==> config.mk <==
export PLATFORM = sky130hd
export DESIGN_NAME = coherenceNode
export DESIGN_NICKNAME = d
export VERILOG_FILES = /design/src/common/coherencePkg.sv /design/src/hw/coherenceNode.sv /design/src/cacheCtrl/coherenceUpdate.sv /design/src/cacheCtrl/mesifProtocol.sv /design/src/cacheCtrl/stateArray.sv /design/src/hw/requestIntake.sv
export VERILOG_INCLUDE_DIRS = /design/src /design/src/common
export SDC_FILE = /design/constraint.sdc
export NUM_CORES = 1
export LEC_CHECK = 0
export BUFFER_PORTS_ARGS = -buffer_cell sky130_fd_sc_hd__buf_4
export CAP_MARGIN = 40
export CELL_PAD_IN_SITES_DETAIL_PLACEMENT = 0
export CELL_PAD_IN_SITES_GLOBAL_PLACEMENT = 1
export CORE_UTILIZATION = 50
export CTS_CLUSTER_SIZE = 24
export DETAILED_ROUTE_END_ITERATION = 8
export PLACE_DENSITY = 0.88
export REMOVE_ABC_BUFFERS = 1
export SETUP_SLACK_MARGIN = 0.1
export SKIP_LAST_GASP = 1
export SLEW_MARGIN = 15
export SYNTH_ARGS = -nofsm -noshare
export SYNTH_HDL_FRONTEND = slang
export SYNTH_SLANG_ARGS = --single-unit
==> constraint.sdc <==
create_clock -name clk -period 5.95 [get_ports clk]
set_input_delay 0.8925 -clock clk [delete_from_list [all_inputs] [get_ports clk]]
set_output_delay 0.8925 -clock clk [all_outputs]
set_load 0.005 [all_outputs]
==> src/common/coherence_macros.svh <==
`ifndef COHERENCE_MACROS_SVH
`define COHERENCE_MACROS_SVH

// Line index width, 16 lines per node
`define INDEX_WIDTH 4

// Address tag width, a line address is the tag followed by the index
`define TAG_WIDTH 8

// CPU request credits, equal to the intake buffer depth
`define CREDIT_COUNT 4

`endif
==> src/common/coherencePkg.sv <==
package coherencePkg;

	// Stable line states of the MESIF protocol
	typedef enum logic [2:0] {
		MODIFIED  = 3'd0,
		EXCLUSIVE = 3'd1,
		SHARED    = 3'd2,
		FORWARD   = 3'd3,
		INVALID   = 3'd4
	} lineState;

	// Commands seen on the snooping bus
	typedef enum logic [2:0] {
		BUS_NONE           = 3'd0,
		BUS_READ           = 3'd1,
		BUS_READ_EXCLUSIVE = 3'd2,
		BUS_INVALIDATE     = 3'd3,
		BUS_WRITEBACK      = 3'd4
	} busCommand;

endpackage : coherencePkg

==> src/hw/coherenceNode.sv <==
`timescale 1ns/1ps
`include "coherence_macros.svh"

module coherenceNode
	import coherencePkg::*;
(
	input  logic                                clk,
	input  logic                                rst,
	input  logic                                cpuValid,
	input  logic                                cpuWrite,
	input  logic [`TAG_WIDTH+`INDEX_WIDTH-1:0]  cpuAddr,
	output logic                                cpuCredit,
	input  logic                                snoopValid,
	input  busCommand                           snoopCommand,
	input  logic [`TAG_WIDTH+`INDEX_WIDTH-1:0]  snoopAddr,
	input  logic                                sharedIn,
	output logic                                cplValid,
	output logic                                cplSnoop,
	output logic [`TAG_WIDTH+`INDEX_WIDTH-1:0]  cplAddr,
	output lineState                            cplOldState,
	output lineState                            cplNewState,
	output logic                                busValid,
	output busCommand                           busCmd,
	output logic [`TAG_WIDTH+`INDEX_WIDTH-1:0]  busAddr,
	output logic                                writeBackValid,
	output logic [`TAG_WIDTH+`INDEX_WIDTH-1:0]  writeBackAddr,
	output logic                                supplyData,
	output logic                                sharedOut,
	output logic                                ramWriteRequired
);
	logic                               issueValid;
	logic                               issueSnoop;
	logic                               issueWrite;
	busCommand                          issueCommand;
	logic [`TAG_WIDTH+`INDEX_WIDTH-1:0] issueAddr;
	logic                               lookValid;
	logic                               lookSnoop;
	logic                               lookWrite;
	busCommand                          lookCommand;
	logic [`TAG_WIDTH+`INDEX_WIDTH-1:0] lookAddr;
	lineState                           lookState;
	logic [`TAG_WIDTH-1:0]              lookTag;
	lineState                           nextState;
	busCommand                          cpuBusCommand;
	logic                               writeBackRequired;
	logic                               decSupplyData;
	logic                               decSharedOut;
	logic                               decRamWriteRequired;
	logic                               wrValid;
	logic [`INDEX_WIDTH-1:0]            wrIndex;
	logic [`TAG_WIDTH-1:0]              wrTag;
	lineState                           wrState;

	requestIntake intake0 (
		.clk(clk), .rst(rst),
		.cpuValid(cpuValid), .cpuWrite(cpuWrite), .cpuAddr(cpuAddr),
		.snoopValid(snoopValid), .snoopCommand(snoopCommand), .snoopAddr(snoopAddr),
		.cpuCredit(cpuCredit),
		.issueValid(issueValid), .issueSnoop(issueSnoop), .issueWrite(issueWrite),
		.issueCommand(issueCommand), .issueAddr(issueAddr)
	);

	stateArray array0 (
		.clk(clk), .rst(rst),
		.issueValid(issueValid), .issueSnoop(issueSnoop), .issueWrite(issueWrite),
		.issueCommand(issueCommand), .issueAddr(issueAddr),
		.wrValid(wrValid), .wrIndex(wrIndex), .wrTag(wrTag), .wrState(wrState),
		.lookValid(lookValid), .lookSnoop(lookSnoop), .lookWrite(lookWrite),
		.lookCommand(lookCommand), .lookAddr(lookAddr), .lookState(lookState),
		.lookTag(lookTag)
	);

	mesifProtocol protocol0 (
		.lookSnoop(lookSnoop), .lookWrite(lookWrite), .lookCommand(lookCommand),
		.lookState(lookState), .lookTag(lookTag), .lookAddr(lookAddr),
		.sharedIn(sharedIn),
		.nextState(nextState), .cpuBusCommand(cpuBusCommand),
		.writeBackRequired(writeBackRequired), .supplyData(decSupplyData),
		.sharedOut(decSharedOut), .ramWriteRequired(decRamWriteRequired)
	);

	coherenceUpdate update0 (
		.clk(clk), .rst(rst),
		.lookValid(lookValid), .lookSnoop(lookSnoop), .lookWrite(lookWrite),
		.lookCommand(lookCommand), .lookAddr(lookAddr), .lookState(lookState),
		.lookTag(lookTag),
		.nextState(nextState), .cpuBusCommand(cpuBusCommand),
		.writeBackRequired(writeBackRequired), .decSupplyData(decSupplyData),
		.decSharedOut(decSharedOut), .decRamWriteRequired(decRamWriteRequired),
		.wrValid(wrValid), .wrIndex(wrIndex), .wrTag(wrTag), .wrState(wrState),
		.cplValid(cplValid), .cplSnoop(cplSnoop), .cplAddr(cplAddr),
		.cplOldState(cplOldState), .cplNewState(cplNewState),
		.busValid(busValid), .busCmd(busCmd), .busAddr(busAddr),
		.writeBackValid(writeBackValid), .writeBackAddr(writeBackAddr),
		.supplyData(supplyData), .sharedOut(sharedOut),
		.ramWriteRequired(ramWriteRequired)
	);

endmodule : coherenceNode

==> src/cacheCtrl/coherenceUpdate.sv <==
`timescale 1ns/1ps
`include "coherence_macros.svh"

module coherenceUpdate
	import coherencePkg::*;
(
	input  logic                                clk,
	input  logic                                rst,
	input  logic                                lookValid,
	input  logic                                lookSnoop,
	input  logic                                lookWrite,
	input  busCommand                           lookCommand,
	input  logic [`TAG_WIDTH+`INDEX_WIDTH-1:0]  lookAddr,
	input  lineState                            lookState,
	input  logic [`TAG_WIDTH-1:0]               lookTag,
	input  lineState                            nextState,
	input  busCommand                           cpuBusCommand,
	input  logic                                writeBackRequired,
	input  logic                                decSupplyData,
	input  logic                                decSharedOut,
	input  logic                                decRamWriteRequired,
	output logic                                wrValid,
	output logic [`INDEX_WIDTH-1:0]             wrIndex,
	output logic [`TAG_WIDTH-1:0]               wrTag,
	output lineState                            wrState,
	output logic                                cplValid,
	output logic                                cplSnoop,
	output logic [`TAG_WIDTH+`INDEX_WIDTH-1:0]  cplAddr,
	output lineState                            cplOldState,
	output lineState                            cplNewState,
	output logic                                busValid,
	output busCommand                           busCmd,
	output logic [`TAG_WIDTH+`INDEX_WIDTH-1:0]  busAddr,
	output logic                                writeBackValid,
	output logic [`TAG_WIDTH+`INDEX_WIDTH-1:0]  writeBackAddr,
	output logic                                supplyData,
	output logic                                sharedOut,
	output logic                                ramWriteRequired
);
	logic tagHit;

	assign tagHit = lookAddr[`TAG_WIDTH+`INDEX_WIDTH-1:`INDEX_WIDTH] == lookTag;

	// Snoops to another tag or without a command leave the line as it is
	assign wrValid = lookValid && (!lookSnoop || (tagHit && (lookCommand != BUS_NONE)));
	assign wrIndex = lookAddr[`INDEX_WIDTH-1:0];
	assign wrTag = lookAddr[`TAG_WIDTH+`INDEX_WIDTH-1:`INDEX_WIDTH];
	assign wrState = nextState;

	always_ff @(posedge clk) begin
		if (rst) begin
			cplValid <= 1'b0;
			busValid <= 1'b0;
			writeBackValid <= 1'b0;
			supplyData <= 1'b0;
			sharedOut <= 1'b0;
			ramWriteRequired <= 1'b0;
		end else begin
			cplValid <= lookValid;
			busValid <= lookValid && (cpuBusCommand != BUS_NONE);
			writeBackValid <= lookValid && writeBackRequired;
			supplyData <= lookValid && decSupplyData;
			sharedOut <= lookValid && decSharedOut;
			ramWriteRequired <= lookValid && decRamWriteRequired;
		end
	end

	always_ff @(posedge clk) begin
		cplSnoop <= lookSnoop;
		cplAddr <= lookAddr;
		cplOldState <= tagHit ? lookState : INVALID; // A victim is not the old state of this line
		cplNewState <= nextState;
		busCmd <= cpuBusCommand;
		busAddr <= lookAddr;
		writeBackAddr <= {lookTag, lookAddr[`INDEX_WIDTH-1:0]};
	end

endmodule : coherenceUpdate

==> src/cacheCtrl/mesifProtocol.sv <==
`timescale 1ns/1ps
`include "coherence_macros.svh"

module mesifProtocol
	import coherencePkg::*;
(
	input  logic                                lookSnoop,
	input  logic                                lookWrite,
	input  busCommand                           lookCommand,
	input  lineState                            lookState,
	input  logic [`TAG_WIDTH-1:0]               lookTag,
	input  logic [`TAG_WIDTH+`INDEX_WIDTH-1:0]  lookAddr,
	input  logic                                sharedIn,
	output lineState                            nextState,
	output busCommand                           cpuBusCommand,
	output logic                                writeBackRequired,
	output logic                                supplyData,
	output logic                                sharedOut,
	output logic                                ramWriteRequired
);
	logic     tagHit;
	lineState hitState;
	lineState cpuNext;
	busCommand cpuCommand;
	lineState snoopNext;

	assign tagHit = lookAddr[`TAG_WIDTH+`INDEX_WIDTH-1:`INDEX_WIDTH] == lookTag;
	assign hitState = tagHit ? lookState : INVALID; // A tag miss behaves like an invalid line

	// CPU side
	always_comb begin
		cpuNext = hitState;
		cpuCommand = BUS_NONE;
		case (hitState)
			INVALID: begin
				if (lookWrite) begin
					cpuNext = MODIFIED;
					cpuCommand = BUS_READ_EXCLUSIVE;
				end else begin
					cpuNext = sharedIn ? FORWARD : EXCLUSIVE; // Another node holds a copy
					cpuCommand = BUS_READ;
				end
			end

			SHARED, FORWARD: begin
				if (lookWrite) begin
					cpuNext = MODIFIED;
					cpuCommand = BUS_INVALIDATE;
				end
			end

			EXCLUSIVE: begin
				if (lookWrite) begin
					cpuNext = MODIFIED; // Silent upgrade, no other copies exist
				end
			end

			default: begin
				cpuNext = hitState;
			end
		endcase
	end

	assign cpuBusCommand = lookSnoop ? BUS_NONE : cpuCommand;

	// Only a dirty victim with another tag needs to go back to memory
	assign writeBackRequired = !lookSnoop && !tagHit && (lookState == MODIFIED);

	// Snoop side
	always_comb begin
		snoopNext = hitState;
		case (lookCommand)
			BUS_READ: begin
				if (hitState != INVALID) begin
					snoopNext = SHARED;
				end
			end

			BUS_READ_EXCLUSIVE, BUS_INVALIDATE: begin
				snoopNext = INVALID;
			end

			default: begin
				snoopNext = hitState;
			end
		endcase
	end

	assign supplyData = lookSnoop && (hitState inside {MODIFIED, EXCLUSIVE, FORWARD});
	assign sharedOut = lookSnoop && (hitState != INVALID);
	assign ramWriteRequired = lookSnoop && (hitState == MODIFIED) && (lookCommand == BUS_READ);

	assign nextState = lookSnoop ? snoopNext : cpuNext;

endmodule : mesifProtocol

==> src/cacheCtrl/stateArray.sv <==
`timescale 1ns/1ps
`include "coherence_macros.svh"

module stateArray
	import coherencePkg::*;
(
	input  logic                                clk,
	input  logic                                rst,
	input  logic                                issueValid,
	input  logic                                issueSnoop,
	input  logic                                issueWrite,
	input  busCommand                           issueCommand,
	input  logic [`TAG_WIDTH+`INDEX_WIDTH-1:0]  issueAddr,
	input  logic                                wrValid,
	input  logic [`INDEX_WIDTH-1:0]             wrIndex,
	input  logic [`TAG_WIDTH-1:0]               wrTag,
	input  lineState                            wrState,
	output logic                                lookValid,
	output logic                                lookSnoop,
	output logic                                lookWrite,
	output busCommand                           lookCommand,
	output logic [`TAG_WIDTH+`INDEX_WIDTH-1:0]  lookAddr,
	output lineState                            lookState,
	output logic [`TAG_WIDTH-1:0]               lookTag
);
	localparam int LINES = 1 << `INDEX_WIDTH;

	logic [`TAG_WIDTH-1:0]   tagMem [LINES];
	lineState                stateMem [LINES];
	logic [`INDEX_WIDTH-1:0] issueIndex;
	logic [`TAG_WIDTH-1:0]   issueTag;
	logic [`TAG_WIDTH-1:0]   storedTag;
	lineState                storedState;
	lineState                reportedState;

	assign issueIndex = issueAddr[`INDEX_WIDTH-1:0];
	assign issueTag = issueAddr[`TAG_WIDTH+`INDEX_WIDTH-1:`INDEX_WIDTH];

	always_ff @(posedge clk) begin
		if (rst) begin
			for (int i = 0; i < LINES; i++) begin
				tagMem[i] <= '0;
				stateMem[i] <= INVALID;
			end
		end else if (wrValid) begin
			tagMem[wrIndex] <= wrTag;
			stateMem[wrIndex] <= wrState;
		end
	end

	// The update stage may be writing this very line right now
	always_comb begin
		if (wrValid && (wrIndex == issueIndex)) begin
			storedTag = wrTag;
			storedState = wrState;
		end else begin
			storedTag = tagMem[issueIndex];
			storedState = stateMem[issueIndex];
		end
	end

	// A CPU access keeps the victim state so a dirty line can be written back
	assign reportedState = ((storedTag == issueTag) || !issueSnoop) ? storedState : INVALID;

	always_ff @(posedge clk) begin
		if (rst) begin
			lookValid <= 1'b0;
		end else begin
			lookValid <= issueValid;
		end
	end

	always_ff @(posedge clk) begin
		lookSnoop <= issueSnoop;
		lookWrite <= issueWrite;
		lookCommand <= issueCommand;
		lookAddr <= issueAddr;
		lookState <= reportedState;
		lookTag <= storedTag; // Stored tag, not the requested one
	end

endmodule : stateArray

==> src/hw/requestIntake.sv <==
`timescale 1ns/1ps
`include "coherence_macros.svh"

module requestIntake
	import coherencePkg::*;
(
	input  logic                                clk,
	input  logic                                rst,
	input  logic                                cpuValid,
	input  logic                                cpuWrite,
	input  logic [`TAG_WIDTH+`INDEX_WIDTH-1:0]  cpuAddr,
	input  logic                                snoopValid,
	input  busCommand                           snoopCommand,
	input  logic [`TAG_WIDTH+`INDEX_WIDTH-1:0]  snoopAddr,
	output logic                                cpuCredit,
	output logic                                issueValid,
	output logic                                issueSnoop,
	output logic                                issueWrite,
	output busCommand                           issueCommand,
	output logic [`TAG_WIDTH+`INDEX_WIDTH-1:0]  issueAddr
);
	localparam int PTR_WIDTH = $clog2(`CREDIT_COUNT);

	logic                               bufWrite [`CREDIT_COUNT];
	logic [`TAG_WIDTH+`INDEX_WIDTH-1:0] bufAddr [`CREDIT_COUNT];
	logic [PTR_WIDTH-1:0]               head;
	logic [PTR_WIDTH-1:0]               tail;
	logic [PTR_WIDTH:0]                 fillCount;
	logic                               cpuPop;

	assign cpuPop = (fillCount != '0) && !snoopValid; // Snoops always win the issue slot

	always_ff @(posedge clk) begin
		if (cpuValid) begin // The CPU only sends while it holds a credit
			bufWrite[tail] <= cpuWrite;
			bufAddr[tail] <= cpuAddr;
		end
	end

	always_ff @(posedge clk) begin
		if (rst) begin
			head <= '0;
			tail <= '0;
			fillCount <= '0;
		end else begin
			if (cpuValid) begin
				tail <= (tail == PTR_WIDTH'(`CREDIT_COUNT - 1)) ? '0 : tail + 1'b1;
			end
			if (cpuPop) begin
				head <= (head == PTR_WIDTH'(`CREDIT_COUNT - 1)) ? '0 : head + 1'b1;
			end
			case ({cpuValid, cpuPop})
				2'b10: fillCount <= fillCount + 1'b1;
				2'b01: fillCount <= fillCount - 1'b1;
				default: fillCount <= fillCount;
			endcase
		end
	end

	assign cpuCredit = cpuPop; // One credit back per request leaving the buffer

	assign issueValid = snoopValid || (fillCount != '0);
	assign issueSnoop = snoopValid;
	assign issueWrite = snoopValid ? 1'b0 : bufWrite[head];
	assign issueCommand = snoopValid ? snoopCommand : BUS_NONE;
	assign issueAddr = snoopValid ? snoopAddr : bufAddr[head];

endmodule : requestIntake

==> out/results.tsv <==
stage	metric	value	unit
worst_setup_path	reg2regPathDepth	8	
synthesis	ys_ff_latch	301	
place	pre_cts_slack	1.68	ns
floorplan	fp-row-count	58	
synthesis	netlist.area_leader.share	53.0	%
detailed_routing	drt_iter0_drc	941	
timing	rsz0062_at_grt	false	
floorplan	io_pins	86	
synthesis	synth.largest_area_cell	edfxtp_1	
clock_network	cts_num_sinks	301	
clock_network	ctsHoldBuffers	0	
worst_setup_path	rr_startpoint	array0.lookAddr[9]	
synthesis	avgSynthCellArea	12.3	um^2
worst_setup_path	cp.arrival	4.45	ns
synthesis	synthArstFlopShare	0	%
timing	skew	0.00951	ns
pwr	peakVddDrop	346	uV
floorplan	initial_core_util	51.2	%
pwr	power_density	372	mW/mm^2
place	dpl.hpwl	20700	um
timing	finalHoldViolations	0	
finish	area_growth	14.8	%
finish	nNetsFinal	1153	
outcome	status	finished, final reports clean	
worst_setup_path	startpoint_type	register	
pwr	leakagePower	5.60	nW
clock_network	cts_resized	0	
timing	fmax	237	MHz
floorplan	dieArea	0.0265	mm^2
clock_network	root_buffer	clkbuf_16	
worst_setup_path	reg2reg_to	array0.stateMem[2][0]	
global_routing	grt_pass1_wl	47100	um
timing	post-route-min-period	4.23	ns
worst_setup_path	cp_data_required_time	6.18	ns
min_path	min_to	update0.writeBackAddr[7]	
synthesis	syn_inst	1053	
global_routing	grt_overflow_total	0	
global_routing	first_global_vias	8108	
clock_network	cts-htree-levels	1	
timing	slew-limit-headroom	42.3	%
global_routing	grt_antenna_before_repair	0	
timing	finalSetupViolCount	0	
detailed_routing	vias	8401	
clock_network	clk_path_buf_depth	3	
detailed_routing	dr.pass1.iters	5	
place	gp_congestion	0.855	
synthesis	synth.area.top_cells	edfxtp_1, dfxtp_1, and2_1	
synthesis	syn_area	0.0129	mm^2
timing	slew_violations	0	
finish	fillers	2003	
min_path	hold_depth	0	
clock_network	cts_setup_buffers	0	
detailed_routing	avgViaCountPerCell	5.73	
place	port_buffers	84	
global_routing	grt_max_degree	56	
synthesis	synth.distinct_cells	55	
floorplan	fp.dieW	163	um
timing	worst_pin_slew	0.866	ns
detailed_routing	drcViolationCount	0	
synthesis	yosysSeqAreaShare	64.3	%
detailed_routing	antenna_left	0	
synthesis	ys_warn_count	0	
floorplan	core_area	0.0253	mm^2
timing	fin_crit_sh	71.0	%
clock_network	path_clk_slew	0.06	ns
worst_setup_path	path_max_fanout	20	
pwr	total_power	5.52	mW
finish	drive_above_1_share	18.4	%
synthesis	synth_flop_cell	edfxtp_1	
run	maxCapViolCount	0	
worst_setup_path	end_kind	register	
floorplan	die_h	163	um
synthesis	synth_edf_count	228	
global_routing	track_usage	23.7	%
clock_network	cts_tree	built	
min_path	hold_start	array0.lookTag[3]	
detailed_routing	detail_route.wl_per_cell	21.1	um
clock_network	clk_latency	0.55	ns
clock_network	cts_buffers	31	
worst_setup_path	crit_type	register to register	
min_path	hold_class	register to register	
detailed_routing	finalWirelength	30900	um
timing	worst_slack	1.72	ns
finish	diodes	0	
worst_setup_path	rrSetupSlack	1.72	ns
[cells by family after synthesis]
family,Yosys count,synth area share [%]
muxes,58,6.12
DFF,301,64.3
AOI/OAI and AO/OA,122,6.21
xor gates and xnor gates,28,1.90
other,1,0.0290
and+or+nand+nor,424,16.6
adders and majority gates,7,0.735
buffers and inverters,112,4.15
[layout by cell type, fill, tap and decap left out, types with 7 or more instances in the layout]
cell       instances
mux2i_1           36
nand3_1           18
dfxtp_1           73
nand2b_1           7
nor3_1            45
nor2_1            35
a311oi_1           7
or2_2             16
nor4_1            11
nand2_1          145
xnor2_1           22
buf_4            107
clkinv_2          10
a221oi_1          15
edfxtp_1         228
and3_1            13
mux4_2            11
a31oi_1           17
inv_1             23
a21oi_1           53
clkbuf_16         35
and2_1           117
[report_power, final]
| part | internal, mW | switching [mW] |
|---|---|---|
| sequential | 2.43 | 0.131 |
| clock | 1.13 | 0.795 |
| combinational | 0.413 | 0.619 |
| total | 3.98 | 1.55 |
[state kept, by name (all words and copies together), names as in the netlist, 3 cells and up, named ones only]
register / cells
update0.cplNewState: 3
array0.lookAddr: 12
intake0.bufAddr: 48
update0.cplAddr: 12
intake0.fillCount: 3
array0.lookTag: 8
array0.tagMem: 128
intake0.bufWrite: 4
array0.stateMem: 48
update0.cplOldState: 3
array0.lookCommand: 3
update0.writeBackAddr: 8
array0.lookState: 3
[through the flow]
step                      instance area (um^2)  setup TNS, ns  cells  util [%]  hold slack, ns
final                                    14800              0   1467      58.8           0.370
after global routing                     14800              0   1467      58.8           0.379
after CTS                                14800              0   1467      58.8           0.370
after detailed placement                 13800              0   1410      54.6           0.361
after global placement                   13800              0   1408      54.5           0.355
after floorplan                          12500         -22.30    970         -           0.350
[metal layers]
| metal | up-vias | global-route usage [%] | share of wire [%] |
|---|---|---|---|
| li1 | 3868 | - | - |
| met1 | 4121 | 33.8 | 43 |
| met4 | 0 | 6.71 | 2.6 |
| met5 | - | 0 | 0 |
| met3 | 59 | 3.97 | 7.5 |
| met2 | 353 | 37.4 | 47 |
[how the worst max path moves through the flow]
stage / depth (start not counted) / endpoint / from
after floorplan: 10 / array0.lookState[2] / snoopValid
after global placement: 12 / array0.lookState[2] / snoopValid
after detailed placement: 12 / array0.lookState[2] / snoopValid
after CTS: 8 / array0.tagMem[2][1] / array0.lookAddr[9]
after global routing: 8 / array0.tagMem[2][1] / array0.lookAddr[9]
final: 8 / array0.stateMem[2][0] / array0.lookAddr[9]
[critical path: stages, from the launching register on]
cell	delay, ns
dfxtp_1	0.87
xnor2_1	0.20
nand4_1	0.25
o31ai_1	0.73
and2_1	0.28
nor2b_1	0.21
nand2b_1	0.34
nor2_1	0.59
or2_2	0.41
[cells in the mapped netlist, drive strengths merged (18+ instances only)]
cell and number:
a21oi 54, and2 117, buf 42, clkbuf 41, dfxtp 73, edfxtp 228, inv 26, mux2i 37
nand2 145, nand3 18, nor2 35, nor3 46, xnor2 22
[area by class of cell]
cell class                      instances  area, um^2  share of cell area, %
Multi-Input combinational cell        640        4110                   27.7
Timing Repair Buffer                  110         855                   5.76
Clock inverter                         13        73.8                  0.497
Sequential cell                       301        8310                   56.0
Clock buffer                           44         970                   6.53
Tap cell                              330         413                   2.78
Inverter                               29         109                  0.733
Power figures use the tool's default switching activity.
